File: src/merge_pkg.sv
// merge lane shared types
`default_nettype none

package merge_pkg;

    // ----------------------------------------------------------------------
    // widths
    // ----------------------------------------------------------------------
    localparam int ADDR_W    = 16;
    localparam int SHIFT_W   = 4;
    localparam int NUM_LANES = 4;
    localparam int LANE_W    = 8;
    localparam int RESULT_W  = 16;
    localparam int WORD_W    = NUM_LANES * LANE_W;

    // bits left over in a setup word after mask and type
    localparam int CFG_RSVD_W = WORD_W - NUM_LANES - 2;

    // ----------------------------------------------------------------------
    // encodings
    // ----------------------------------------------------------------------
    typedef enum logic [1:0] {
        KIND_NONE         = 2'd0,
        KIND_CU_SETUP     = 2'd1,
        KIND_ENGINE_SETUP = 2'd2,
        KIND_DATA         = 2'd3
    } packet_kind_e;

    typedef enum logic [1:0] {
        MERGE_SUM = 2'd0,
        MERGE_MAX = 2'd1,
        MERGE_MIN = 2'd2,
        MERGE_OR  = 2'd3
    } merge_type_e;

    // ----------------------------------------------------------------------
    // data word, seen as lanes or as a setup field
    // ----------------------------------------------------------------------
    typedef logic [NUM_LANES-1:0][LANE_W-1:0] lane_array_t;

    // mask sits in the low bits
    typedef struct packed {
        logic [CFG_RSVD_W-1:0] reserved;
        merge_type_e           mtype;
        logic [NUM_LANES-1:0]  mask;
    } setup_word_t;

    typedef union packed {
        lane_array_t lanes;
        setup_word_t cfg;
    } engine_word_u;

    // ----------------------------------------------------------------------
    // packets and records
    // ----------------------------------------------------------------------
    typedef struct packed {
        logic               valid;
        packet_kind_e       kind;
        logic [ADDR_W-1:0]  offset;
        logic [SHIFT_W-1:0] shift;
        engine_word_u       data;
    } engine_packet_t;

    typedef struct packed {
        logic [NUM_LANES-1:0] mask;
        merge_type_e          mtype;
    } merge_config_t;

    typedef struct packed {
        logic                valid;
        logic [RESULT_W-1:0] value;
    } merge_result_t;

endpackage

`default_nettype wire

File: src/merge_config_capture.sv
// setup word capture
`default_nettype none

module merge_config_capture #(
    parameter int SEQ_BASE  = 16,
    parameter int SEQ_WIDTH = 4
) (
    input  logic                      ap_clk,
    input  logic                      rst,
    input  merge_pkg::engine_packet_t packet,
    output logic                      cfg_wr,
    output merge_pkg::merge_config_t  cfg_din
);

    // one past the last sequence of this lane's window
    localparam int unsigned SEQ_END = SEQ_BASE + SEQ_WIDTH;

    // ----------------------------------------------------------------------
    // signals
    // ----------------------------------------------------------------------
    logic [merge_pkg::ADDR_W-1:0] seq;
    logic [31:0]                  seq_ext;
    logic                         is_setup;
    logic                         in_window;
    logic                         is_base;
    logic                         accept;

    // one-hot, bit k set means the next accepted word fills slot k
    logic [SEQ_WIDTH-1:0] slot_q;
    logic                 wr_q;

    // record fields under assembly
    logic [merge_pkg::NUM_LANES-1:0] mask_q;
    merge_pkg::merge_type_e          mtype_q;

    // ----------------------------------------------------------------------
    // sequence and filter
    // ----------------------------------------------------------------------
    assign seq     = packet.offset >> packet.shift;
    assign seq_ext = 32'(seq);

    assign is_setup = (packet.kind == merge_pkg::KIND_CU_SETUP) ||
                      (packet.kind == merge_pkg::KIND_ENGINE_SETUP);

    assign in_window = (seq_ext >= 32'(SEQ_BASE)) && (seq_ext < SEQ_END);

    assign is_base = (seq_ext == 32'(SEQ_BASE));

    assign accept = packet.valid && is_setup && in_window;

    // ----------------------------------------------------------------------
    // slot tracking
    // ----------------------------------------------------------------------
    always_ff @(posedge ap_clk) begin
        if (rst) begin
            slot_q <= '0;
            wr_q   <= 1'b0;
        end else begin
            wr_q <= 1'b0;
            if (accept && is_base) begin
                // base word took slot 0, slot 1 comes next
                slot_q <= SEQ_WIDTH'(2);
            end else if (accept && (slot_q != '0)) begin
                if (slot_q[SEQ_WIDTH-1]) begin
                    // final slot filled, hand the record over
                    slot_q <= '0;
                    wr_q   <= 1'b1;
                end else begin
                    slot_q <= slot_q << 1;
                end
            end
        end
    end

    // ----------------------------------------------------------------------
    // field latches
    // ----------------------------------------------------------------------

    // slot 0 carries the lane mask
    always_ff @(posedge ap_clk) begin
        if (accept && is_base) begin
            mask_q <= packet.data.cfg.mask;
        end
    end

    // slot 1 carries the merge type, later slots are only counted
    always_ff @(posedge ap_clk) begin
        if (accept && !is_base && slot_q[1]) begin
            mtype_q <= packet.data.cfg.mtype;
        end
    end

    // ----------------------------------------------------------------------
    // outputs
    // ----------------------------------------------------------------------
    assign cfg_wr = wr_q;

    always_comb begin
        cfg_din.mask  = mask_q;
        cfg_din.mtype = mtype_q;
    end

endmodule

`default_nettype wire

File: src/merge_config_fifo.sv
// configuration record FIFO
`default_nettype none

module merge_config_fifo #(
    parameter int FIFO_DEPTH = 4
) (
    input  logic                     ap_clk,
    input  logic                     rst,
    input  logic                     wr,
    input  merge_pkg::merge_config_t din,
    input  logic                     rd,
    output merge_pkg::merge_config_t dout,
    output logic                     empty,
    output logic                     full,
    output logic                     busy,
    output logic                     overflow
);

    localparam int PTR_W       = (FIFO_DEPTH > 1) ? $clog2(FIFO_DEPTH) : 1;
    localparam int CNT_W       = $clog2(FIFO_DEPTH + 1);
    localparam int BUSY_CYCLES = 4;
    localparam int BUSY_W      = $clog2(BUSY_CYCLES + 1);

    merge_pkg::merge_config_t mem [FIFO_DEPTH];

    logic [PTR_W-1:0]  wr_ptr;
    logic [PTR_W-1:0]  rd_ptr;
    logic [CNT_W-1:0]  count;
    logic [BUSY_W-1:0] busy_cnt;
    logic              wr_ok;
    logic              rd_ok;
    logic              overflow_q;

    function automatic logic [PTR_W-1:0] next_ptr(input logic [PTR_W-1:0] ptr);
        return (ptr == PTR_W'(FIFO_DEPTH - 1)) ? '0 : ptr + 1'b1;
    endfunction

    // ----------------------------------------------------------------------
    // status
    // ----------------------------------------------------------------------
    assign empty = (count == '0);
    assign full  = (count == CNT_W'(FIFO_DEPTH));
    assign busy  = (busy_cnt != '0);

    // nothing moves while the FIFO is clearing
    assign wr_ok = wr && !full && !busy;
    assign rd_ok = rd && !empty && !busy;

    // first word falls through
    assign dout     = mem[rd_ptr];
    assign overflow = overflow_q;

    // ----------------------------------------------------------------------
    // pointers and count
    // ----------------------------------------------------------------------
    always_ff @(posedge ap_clk) begin
        if (rst) begin
            wr_ptr     <= '0;
            rd_ptr     <= '0;
            count      <= '0;
            overflow_q <= 1'b0;
            busy_cnt   <= BUSY_W'(BUSY_CYCLES);
        end else begin
            overflow_q <= wr && (full || busy);
            if (busy_cnt != '0) begin
                busy_cnt <= busy_cnt - 1'b1;
            end
            if (wr_ok) begin
                wr_ptr <= next_ptr(wr_ptr);
            end
            if (rd_ok) begin
                rd_ptr <= next_ptr(rd_ptr);
            end
            case ({wr_ok, rd_ok})
                2'b10:   count <= count + 1'b1;
                2'b01:   count <= count - 1'b1;
                default: count <= count;
            endcase
        end
    end

    // storage
    always_ff @(posedge ap_clk) begin
        if (wr_ok) begin
            mem[wr_ptr] <= din;
        end
    end

endmodule

`default_nettype wire

File: src/merge_data_engine.sv
// lane merge engine
`default_nettype none

module merge_data_engine (
    input  logic                      ap_clk,
    input  logic                      rst,
    input  merge_pkg::engine_packet_t packet,
    input  merge_pkg::merge_config_t  cfg_dout,
    input  logic                      cfg_empty,
    input  logic                      cfg_busy,
    output logic                      cfg_rd,
    output merge_pkg::merge_result_t  result
);

    // zero bits that widen a lane to the result width
    localparam int PAD_W = merge_pkg::RESULT_W - merge_pkg::LANE_W;

    merge_pkg::merge_config_t active_cfg;

    // input stage
    logic                     stage_valid;
    merge_pkg::engine_word_u  stage_word;
    merge_pkg::merge_config_t stage_cfg;

    // result stage
    logic                            result_valid_q;
    logic [merge_pkg::RESULT_W-1:0] result_value_q;

    // ----------------------------------------------------------------------
    // reduction over the masked lanes
    // ----------------------------------------------------------------------
    function automatic logic [merge_pkg::RESULT_W-1:0] reduce_lanes(
        input merge_pkg::engine_word_u  word,
        input merge_pkg::merge_config_t cfg
    );
        logic [merge_pkg::RESULT_W-1:0] acc;
        logic [merge_pkg::RESULT_W-1:0] lane;
        // min starts at the largest lane value, so an empty mask gives 255
        if (cfg.mtype == merge_pkg::MERGE_MIN) begin
            acc = {{PAD_W{1'b0}}, {merge_pkg::LANE_W{1'b1}}};
        end else begin
            acc = '0;
        end
        for (int i = 0; i < merge_pkg::NUM_LANES; i++) begin
            lane = {{PAD_W{1'b0}}, word.lanes[i]};
            if (cfg.mask[i]) begin
                case (cfg.mtype)
                    merge_pkg::MERGE_SUM: acc = acc + lane;
                    merge_pkg::MERGE_MAX: acc = (lane > acc) ? lane : acc;
                    merge_pkg::MERGE_MIN: acc = (lane < acc) ? lane : acc;
                    default:              acc = acc | lane;
                endcase
            end
        end
        return acc;
    endfunction

    // ----------------------------------------------------------------------
    // configuration
    // ----------------------------------------------------------------------

    // pop whenever a record is waiting
    assign cfg_rd = !cfg_empty && !cfg_busy;

    always_ff @(posedge ap_clk) begin
        if (rst) begin
            active_cfg.mask  <= '1;
            active_cfg.mtype <= merge_pkg::MERGE_SUM;
        end else if (cfg_rd) begin
            active_cfg <= cfg_dout;
        end
    end

    // ----------------------------------------------------------------------
    // data pipeline
    // ----------------------------------------------------------------------
    always_ff @(posedge ap_clk) begin
        if (rst) begin
            stage_valid    <= 1'b0;
            result_valid_q <= 1'b0;
        end else begin
            stage_valid    <= packet.valid && (packet.kind == merge_pkg::KIND_DATA);
            result_valid_q <= stage_valid;
        end
    end

    // config is bound to the word as it enters
    always_ff @(posedge ap_clk) begin
        stage_word     <= packet.data;
        stage_cfg      <= active_cfg;
        result_value_q <= reduce_lanes(stage_word, stage_cfg);
    end

    always_comb begin
        result.valid = result_valid_q;
        result.value = result_value_q;
    end

endmodule

`default_nettype wire

File: src/merge_data_top.sv
// merge lane top level
`default_nettype none

module merge_data_top #(
    parameter int SEQ_BASE   = 16,
    parameter int SEQ_WIDTH  = 4,
    parameter int FIFO_DEPTH = 4
) (
    input  logic                      ap_clk,
    input  logic                      rst,
    input  merge_pkg::engine_packet_t packet_in,
    output merge_pkg::merge_result_t  merge_out,
    output logic                      cfg_empty,
    output logic                      setup_busy,
    output logic                      cfg_overflow
);

    // ----------------------------------------------------------------------
    // input register
    // ----------------------------------------------------------------------
    logic                      packet_valid_q;
    merge_pkg::engine_packet_t packet_body_q;
    merge_pkg::engine_packet_t packet_q;

    logic                     cfg_wr;
    merge_pkg::merge_config_t cfg_din;
    merge_pkg::merge_config_t cfg_dout;
    logic                     cfg_rd;

    always_ff @(posedge ap_clk) begin
        if (rst) begin
            packet_valid_q <= 1'b0;
        end else begin
            packet_valid_q <= packet_in.valid;
        end
    end

    always_ff @(posedge ap_clk) begin
        packet_body_q <= packet_in;
    end

    always_comb begin
        packet_q       = packet_body_q;
        packet_q.valid = packet_valid_q;
    end

    // ----------------------------------------------------------------------
    // producer, buffer, consumer
    // ----------------------------------------------------------------------
    merge_config_capture #(
        .SEQ_BASE  (SEQ_BASE),
        .SEQ_WIDTH (SEQ_WIDTH)
    ) capture0 (
        .ap_clk  (ap_clk),
        .rst     (rst),
        .packet  (packet_q),
        .cfg_wr  (cfg_wr),
        .cfg_din (cfg_din)
    );

    // full only guards writes inside the FIFO
    merge_config_fifo #(
        .FIFO_DEPTH (FIFO_DEPTH)
    ) fifo0 (
        .ap_clk   (ap_clk),
        .rst      (rst),
        .wr       (cfg_wr),
        .din      (cfg_din),
        .rd       (cfg_rd),
        .dout     (cfg_dout),
        .empty    (cfg_empty),
        .full     (),
        .busy     (setup_busy),
        .overflow (cfg_overflow)
    );

    merge_data_engine engine0 (
        .ap_clk    (ap_clk),
        .rst       (rst),
        .packet    (packet_q),
        .cfg_dout  (cfg_dout),
        .cfg_empty (cfg_empty),
        .cfg_busy  (setup_busy),
        .cfg_rd    (cfg_rd),
        .result    (merge_out)
    );

endmodule

`default_nettype wire

File: config.mk
export PLATFORM = sky130hd
export DESIGN_NAME = merge_data_top
export DESIGN_NICKNAME = d
export VERILOG_FILES = /design/src/merge_pkg.sv /design/src/merge_config_capture.sv /design/src/merge_config_fifo.sv /design/src/merge_data_engine.sv /design/src/merge_data_top.sv
export SDC_FILE = /design/constraint.sdc
export NUM_CORES = 1
export LEC_CHECK = 0
export ABC_CLOCK_PERIOD_IN_PS = 13400
export BUFFER_PORTS_ARGS = -buffer_cell sky130_fd_sc_hd__buf_2
export CORE_MARGIN = 5
export CORE_UTILIZATION = 45
export CTS_CLUSTER_DIAMETER = 80
export DETAILED_ROUTE_END_ITERATION = 8
export PLACE_DENSITY = 0.73
export RECOVER_POWER = 50
export SYNTH_ARGS = -nofsm -noshare
export SYNTH_HDL_FRONTEND = slang
export SYNTH_SLANG_ARGS = --single-unit
File: constraint.sdc
create_clock -name ap_clk -period 13.4 [get_ports ap_clk]
set_input_delay 1.34 -clock ap_clk [delete_from_list [all_inputs] [get_ports ap_clk]]
set_output_delay 1.34 -clock ap_clk [all_outputs]
set_load 0.005 [all_outputs]
---- After elaboration in Yosys (flattened, before gate mapping) ----
Memory sizes are Yosys's and may differ from the RTL's. A register that Yosys moved wholly into a read port is not among the register bits.
Index checks and enable logic that the tools add are counted.
W data, S select, Z words.
storage, ports and cells
  logic and storage cells ................. 112
  memories kept ........................... 1
  input bits .............................. 57
  RAM bits ................................ 24
  bits in registers ....................... 133
cells by class
  magnitude comparators ................... 10
  mux-type cells .......................... 26
  shift-type cells ........................ 1
  add/sub/neg operators ................... 9
  bitwise logic cells ..................... 5
  equality and inequality tests ........... 11
  reductions and logical operators ........ 28
memories
  memory     depth  bits a word  rd ports  clocked after memory_dff  wr ports  line                     source
  fifo0.mem  4      6            1         1                         1         merge_config_fifo.sv:24  merge_pkg::merge_config_t mem [FIFO_DEPTH];
operators by type and width
  kind                   count
  $pmux W16 S3           4
  $mux W16               10
  $add A16 B8 Y16        3
  $gt A8 B16 Y1          3
  $lt A8 B16 Y1          3
  $or A16 B8 Y16         3
  $mux W8                3
  $eq A16 B5 Y1 const B  1
  $ge A16 B5 Y1 const B  1
  $lt A16 B5 Y1 const B  1
  $shr A16 B4 Y16        1
  $logic_and A1 B1 Y1    14
  $eq A2 B2 Y1 const B   6
  $add A8 B8 Y9          1
  $gt A8 B8 Y1           1
  $lt A8 B8 Y1           1
  $mux W2                4
  $or A8 B8 Y8           1
  $eq A2 B1 Y1 const B   3
  $pmux W3 S2            1
  $sub A3 B1 Y3 const B  2
  $add A2 B1 Y2 const B  2
  $logic_not A1 Y1       4
  $mux W4                1
  12 further kinds       16

---- Longest topological paths before layout ----
Gate-level depths: netlist of run 1.
  depth in word-level cells ............... 18
  gate-level depth with buffers ........... 46

---- Hierarchy ----
From an unflattened synthesis of run 1, not the netlist that was laid out.
unflattened totals
  cells, all modules ...................... 1,041
  area total of the unflattened synthesis .. 9,675.5 sq um
by module, submodules not included
  module                instances  area each (sq um)  seq. area each (sq um)  cells each
  merge_data_engine     1          6,009.5            1,161.1                 776
  merge_config_fifo     1          1,559.0            980.9                   104
  merge_data_top        1          1,114.8            1,101.1                 56
  merge_config_capture  1          992.2              260.2                   105

---- Least setup slack after synthesis of run 1 ----
No wires, ideal clock.
  path type ............................... register to register
  start point ............................. register engine0.stage_cfg[0] (netlist bit)
  end point ............................... register engine0.result_value_q[1] (netlist bit)
  path buffers ............................ 3
  arrival time ............................ 9,251 ps
  stages on the path, launching flop included .. 39
  clock period less this slack ............ 9,369 ps
  library setup time ...................... 117 ps
  slack ................................... 4,031 ps
  path through ............................ dfxtp_1 clkbuf_1 inv_1 nand2_1 clkbuf_1 ha_1 or4_4 o211a_1 or4_4 a221oi_4 inv_1 ha_1 nor4_1 and2_1 buf_2 o21ai_2 o311ai_0 o21ai_0 [3 not listed] nor4_1 nand2_1 a32o_2 nor2_1 a221oi_1 or4b_1 a32oi_1 inv_1 ha_1 inv_1 a21oi_1 nand2_1 a221oi_1 a41oi_1 and2_1 a21oi_1 o21ai_0 a32o_1
between the ends
  word-level cells in the longest chain between the ends .. 18
  elaborated cells on any way between the ends .. 36
ends and longest elaborated chain
  element                                                line                                              source
  start: declaration                                     merge_data_engine.sv:23                           merge_pkg::merge_config_t stage_cfg;
  start signal: assignment                               merge_data_engine.sv:90                           stage_cfg <= active_cfg;
  $eq A2 B2 Y1                                           merge_data_engine.sv:39, merge_data_engine.sv:47
  $mux W8                                                merge_data_engine.sv:39                           if (cfg.mtype == merge_pkg::MERGE_MIN) begin
  $lt A8 B8 Y1 / $gt A8 B8 Y1 (equally long branches)    merge_data_engine.sv:50, merge_data_engine.sv:49
  $mux W8 (on tied branches)                             merge_data_engine.sv:50, merge_data_engine.sv:49
  $pmux W16 S3                                           merge_data_engine.sv:47                           case (cfg.mtype)
  $mux W16                                               merge_data_engine.sv:46                           if (cfg.mask[i]) begin
  $lt A8 B16 Y1 / $gt A8 B16 Y1 (equally long branches)  merge_data_engine.sv:50, merge_data_engine.sv:49
  $mux W16 (on tied branches)                            merge_data_engine.sv:50, merge_data_engine.sv:49
  [2 not listed]                                         -
  $lt A8 B16 Y1 / $gt A8 B16 Y1 (equally long branches)  merge_data_engine.sv:50, merge_data_engine.sv:49
  $mux W16 (on tied branches)                            merge_data_engine.sv:50, merge_data_engine.sv:49
  $pmux W16 S3                                           merge_data_engine.sv:47
  $mux W16                                               merge_data_engine.sv:46
  $lt A8 B16 Y1 / $gt A8 B16 Y1 (equally long branches)  merge_data_engine.sv:50, merge_data_engine.sv:49
  $mux W16 (on tied branches)                            merge_data_engine.sv:50, merge_data_engine.sv:49
  $pmux W16 S3                                           merge_data_engine.sv:47
  $mux W16 (*)                                           merge_data_engine.sv:46
  end signal: assignment                                 merge_data_engine.sv:91                           result_value_q <= reduce_lanes(stage_word, stage_cfg);
  end: declaration                                       merge_data_engine.sv:27                           logic [merge_pkg::RESULT_W-1:0] result_value_q;
Every way passes the cells marked *; elsewhere a longest branch is shown, timed or not.
A chain may end at the register's enable or synchronous reset.

---- Final worst setup path of run 1 ----
Ends and elaborated chain as after synthesis.

==> flow_metrics.tcl, run 1 <==
set metrics [dict create \
    cts.sinks 158 \
    r2r_cells 38 \
    post_drt_wl_per_cell_um 17.54 \
    grt-ovfl-total 0 \
    cp-start-kind "flip-flop" \
    synth_top_area_share_pct 27.31 \
    criticalPathCategory "flip-flop to flip-flop" \
    die_h_um 154.4 \
    diodes 0 \
    synth.avg_cell_area_um2 9.181 \
    hold_viol_final 0 \
    synthTopCellsByArea "dfxtp_1 27%, ha_1 15%, edfxtp_1 9.6%" \
    path_clk_slew_ns 0.06 \
    ys_top_cells_by_count "128 x dfxtp_1, 114 x ha_1, 94 x inv_1" \
    synth.most_common_cell "dfxtp_1" \
    drcViolationCount 0 \
    finalCritPeriodShare_pct 88.39 \
    grt_max_degree 36 \
    min_from "packet_body_q[7]" \
    cts_buffers 17 \
    postRouteAntennaNets 0 \
    fp.dieW_um 154.4 \
    dp_hpwl_um 17340 \
    final_cells 1363 \
    max_stage_delay_ns 0.85 \
    worst_pin_slew_ns 1.049 \
    routed_via_density 5.799 \
    nNetsFinal 1256 \
    rsz0062_at_grt "false" \
    io_pins 77 \
    synth_top_area_cell "dfxtp_1" \
    grt_pass1_vias 7522 \
    cts_setup_buffers 0 \
    cp.required_ns 13.73 \
    clk_latency_ns 0.44 \
    final.setup.tns_ns 0 \
    drv_cap 0 \
    grt_pass1_wl_um 39110 \
    period_minus_slack_ns 11.84 \
    max-slew-margin-rel_pct 29.80 \
    drv_slew 0 \
    hold_depth 0 \
    initial_core_util_pct 46.07 \
    dp_cells 1331 \
    netlist_area_um2 9383 \
    root_buffer "clkbuf_16" \
    synthArstFlopShare_pct 0 \
    firstDrtPassIters 5 \
    yosysWarningCount 0 \
    area_delta_synth_final_pct 12.46 \
    numPortBuffers 72 \
    end_kind "flip-flop" \
    globalplace.congestion 0.9734 \
    synth-edff-count 30 \
    vdd_drop_max_v 0.0001248 \
    r2r-end "engine0.result_value_q[1]" \
    worst_clock_skew_ns 0.01272 \
    std_cell_rows 52 \
    coreArea_um2 20360 \
    status "complete, no violations" \
    rrSetupSlack_ns 1.56 \
    fmax_mhz 84.43 \
    r2r-start "engine0.stage_cfg[0]" \
    first_iter_violations 742 \
    power_density_nw_per_um2 137.3 \
    cts_max_level 4 \
    hold_buffers 0 \
    setup_viol 0 \
    cts_buffer_depth 2 \
    yosys_register_bits 158 \
    synthesis.instances 1022 \
    cts_tree "done" \
    hp-class "flip-flop to flip-flop" \
    drive_gt1_share_pct 12.72 \
    dieArea_um2 23840 \
    synth_ff_type "dfxtp_1" \
    p_leak_nw 4.652 \
    antenna_found_initial 1 \
    synth.distinct_cells 85 \
    cts_resized 0 \
    cp.arrival_ns 12.17 \
    slowest_stage "a2111oi_0" \
    grt_usage_pct 20.16 \
    wl_um 23910 \
    vias 7904 \
    synth-seq-area-share_pct 36.91 \
    p_total_w 0.001449 \
    crit_fanout 35 \
    min_to "engine0.stage_word[7]" \
]
## where the power goes
part | leakage, nW | switching (W) | internal [W] | total [W]
sequential | 1.34 | 0.0000207 | 0.000517 | 0.000538
combinational | 3.03 | 0.000246 | 0.000185 | 0.000431
clock | 0.285 | 0.000219 | 0.000261 | 0.000480
## cell families (layout without fill, tap and decap cells)
logic type                 count (synthesis)  count (layout)  synth area share [%]
DFF                                      158             158                 36.91
other                                      1               5               0.03997
xor gates and xnor gates                  18              18                 1.680
AOI/OAI and AO/OA                        290             290                 21.43
buffers and inverters                    139             206                 5.828
muxes                                     22              22                 3.467
and+or+nand+nor                          275             275                 14.38
adders and majority gates                119             119                 16.27
## layout by cell type (no fill, tap or decap), types with 12 or more instances in the layout
cell / instances
inv_1: 94
dfxtp_1: 128
nor2_1: 63
nand2_1: 86
a31oi_1: 12
nor3_1: 22
nor2b_1: 15
xnor2_1: 14
ha_1: 114
buf_2: 72
clkbuf_16: 18
edfxtp_1: 30
a21oi_1: 50
a211oi_1: 13
o31ai_1: 14
nand3_1: 21
o21ai_0: 68
## critical path: cells and delay by family (launching register included)
kind / cells / cell delay, ns
AOI/OAI and AO/OA: 18 / 6.43
and+or+nand+nor: 9 / 2.28
buffers and inverters: 7 / 1.37
adders and majority gates: 4 / 1.36
DFF: 1 / 0.30
## layout make-up
class | instances | area [um2]
clock buffer | 20 | 467.9
clock inverter | 12 | 121.4
fill | 1823 | 9813
inverter | 94 | 352.8
multi-input combinational | 729 | 5388
sequential | 158 | 3463
tap | 270 | 337.8
timing repair buffer | 80 | 420.4
## worst max path at each step
stage	slack, ns	cells past startpoint	start	to
2_1_floorplan	4.03	38	engine0.stage_cfg[0]	engine0.result_value_q[1]
3_3_place_gp	2.42	40	engine0.stage_cfg[0]	engine0.result_value_q[1]
3_5_place_dp	2.11	38	engine0.stage_cfg[0]	engine0.result_value_q[1]
4_1_cts	2.03	38	engine0.stage_cfg[0]	engine0.result_value_q[1]
5_1_grt	0.77	38	engine0.stage_cfg[0]	engine0.result_value_q[1]
6_report	1.56	38	engine0.stage_cfg[0]	engine0.result_value_q[1]
## flip-flops by register name, indices dropped and copies added (netlist names)
name and flops:
engine0.active_cfg 6, engine0.stage_word 32, fifo0.count 3, engine0.stage_valid 1, packet_valid_q 1, engine0.result_valid_q 1
fifo0.mem 24, capture0.mtype_q 2, capture0.mask_q 4, capture0.slot_q 3, fifo0.overflow 1, fifo0.rd_ptr 2
engine0.result_value_q 12, fifo0.busy_cnt 3, capture0.cfg_wr 1, packet_body_q 54, engine0.stage_cfg 6, fifo0.wr_ptr 2
## per-stage QoR
step / utilization [%] / hold slack, ns / area [um2] / setup WS (ns)
CTS: 51.81 / 0.3270 / 10550 / 2.035
global placement: 48.92 / 0.3099 / 9962 / 2.423
detailed placement: 48.92 / 0.3121 / 9962 / 2.115
finish: 51.81 / 0.3268 / 10550 / 1.556
global route: 51.81 / 0.3314 / 10550 / 0.7724
floorplan: - / 0.3096 / 9398 / 4.031
## per-layer routing
metal / track usage, % / wire length (um)
met2: 31.28 / 10730
met1: 27.49 / 10670
met3: 4.750 / 1848
met5: 0 / 13
met4: 7.401 / 640
(Power assumes the default switching activity.)
==> run 2: changes to the inputs <==
- CTS_BUF_LIST: unset -> sky130_fd_sc_hd__clkbuf_16
==> flow_metrics.tcl, run 2 (synthesized netlist as in run 1, its figures left out) <==
set metrics [dict create \
    fmax_mhz 84.54 \
    hold_depth 0 \
    cts_max_level 4 \
    slowest_stage "a2111oi_0" \
    initial_core_util_pct 46.07 \
    min_to "engine0.stage_word[7]" \
    period_minus_slack_ns 11.83 \
    cts_buffer_depth 2 \
    dieArea_um2 23840 \
    switching_power_w 0.0004879 \
    routed_via_density 5.814 \
    largest_reg_flops 54 \
    pwr-share-clk_pct 32.9 \
    hold_viol_final 0 \
    cts_resized 0 \
    drive_gt1_share_pct 12.63 \
    p_comb_share_pct 29.8 \
    nNetsFinal 1256 \
    status "complete, no violations" \
    firstDrtPassIters 6 \
    grt_pass1_wl_um 39120 \
    p_int_w 0.0009566 \
    postRouteAntennaNets 0 \
    grt_max_degree 36 \
    antenna_found_initial 1 \
    std_cell_rows 52 \
    cp-start-kind "flip-flop" \
    layout_common_cells "128 x dfxtp_1, 114 x ha_1, 95 x inv_1" \
    grt_usage_pct 20.16 \
    cts.sinks 158 \
    hp-class "flip-flop to flip-flop" \
    clk_latency_ns 0.44 \
    grt_pass1_vias 7527 \
    path_depth 38 \
    root_buffer "clkbuf_16" \
    crit_fanout 35 \
    setup_viol 0 \
    p_leak_nw 4.651 \
    fp.dieW_um 154.4 \
    r2r-end "engine0.result_value_q[1]" \
    end_kind "flip-flop" \
    vdd_drop_max_v 0.0001250 \
    vias 7925 \
    io_pins 77 \
    max_stage_delay_ns 0.86 \
    hold_buffers 0 \
    largestRegisters "packet_body_q (54), engine0.stage_word (32), fifo0.mem (24)" \
    p_total_w 0.001444 \
    max-slew-margin-rel_pct 29.47 \
    numPortBuffers 72 \
    dp_cells 1331 \
    coreArea_um2 20360 \
    cts_setup_buffers 0 \
    min_from "packet_body_q[7]" \
    critical_path.top_delay_family "compound AO/OA/AOI/OAI gates" \
    final_cells 1363 \
    worst_clock_skew_ns 0.01236 \
    r2r-start "engine0.stage_cfg[0]" \
    wl_um 23960 \
    rsz0062_at_grt "false" \
    final.setup.tns_ns 0 \
    finalCritPeriodShare_pct 88.28 \
    grt-ovfl-total 0 \
    globalplace.congestion 0.9734 \
    die_h_um 154.4 \
    area_delta_synth_final_pct 12.35 \
    drv_slew 0 \
    regMostFlops "packet_body_q" \
    dp_hpwl_um 17340 \
    post_drt_wl_per_cell_um 17.58 \
    drcViolationCount 0 \
    cp.required_ns 13.73 \
    drv_cap 0 \
    p_sw_share_pct 33.78 \
    path_buf_inv 7 \
    cp.arrival_ns 12.16 \
    diodes 0 \
    rrSetupSlack_ns 1.57 \
    layout_commonest_cell "dfxtp_1" \
    cts_tree "done" \
    worst_pin_slew_ns 1.054 \
    r2r_cells 38 \
    criticalPathCategory "flip-flop to flip-flop" \
    cts_buffers 17 \
    seqPwrFrac_pct 37.2 \
    path_clk_slew_ns 0.06 \
    first_iter_violations 812 \
    power_density_nw_per_um2 137.0 \
]
run 2: how the worst max path moves through the flow:
stage                           endpoint  slack, ns            startpoint
6_report       engine0.result_value_q[1]       1.57  engine0.stage_cfg[0]
5_1_grt        engine0.result_value_q[1]       0.77  engine0.stage_cfg[0]
4_1_cts        engine0.result_value_q[1]       2.03  engine0.stage_cfg[0]
3_5_place_dp   engine0.result_value_q[1]       2.11  engine0.stage_cfg[0]
3_3_place_gp   engine0.result_value_q[1]       2.42  engine0.stage_cfg[0]
2_1_floorplan  engine0.result_value_q[1]       4.03  engine0.stage_cfg[0]
run 2: final cells by class:
type	instances	area, um2
repair buffers	80	420.4
inverters	94	352.8
multi-input cells	729	5388
fillers	1827	9823
flip-flops and latches	158	3463
clock buffers	18	450.4
clock inverters	14	128.9
well taps	270	337.8
run 2: power by group through the flow:
stage	Sequential [W]	Clock (W)	Combinational, W
2_1_floorplan	0.000543	0	0.000318
3_3_place_gp	0.000548	0	0.000416
3_5_place_dp	0.000548	0	0.000422
4_1_cts	0.000538	0.000482	0.000426
5_1_grt	0.000541	0.000504	0.000482
6_report	0.000538	0.000475	0.000431
run 2: metal layers:
layer,GRT usage [%],up-vias,wire [um]
li1,-,3800,-
met3,4.750,53,1771
met4,7.401,2,643
met1,27.49,3724,10730
met5,0,-,13
met2,31.30,346,10800
run 2: per-stage QoR:
stage / instance area, um2 / hold slack (ns) / utilization (%) / setup WS (ns)
4_1_cts: 10540 / 0.3270 / 51.76 / 2.035
2_1_floorplan: 9398 / 0.3096 / - / 4.031
5_1_grt: 10540 / 0.3314 / 51.76 / 0.7724
3_3_place_gp: 9962 / 0.3099 / 48.92 / 2.423
3_5_place_dp: 9962 / 0.3121 / 48.92 / 2.115
6_report: 10540 / 0.3268 / 51.76 / 1.571
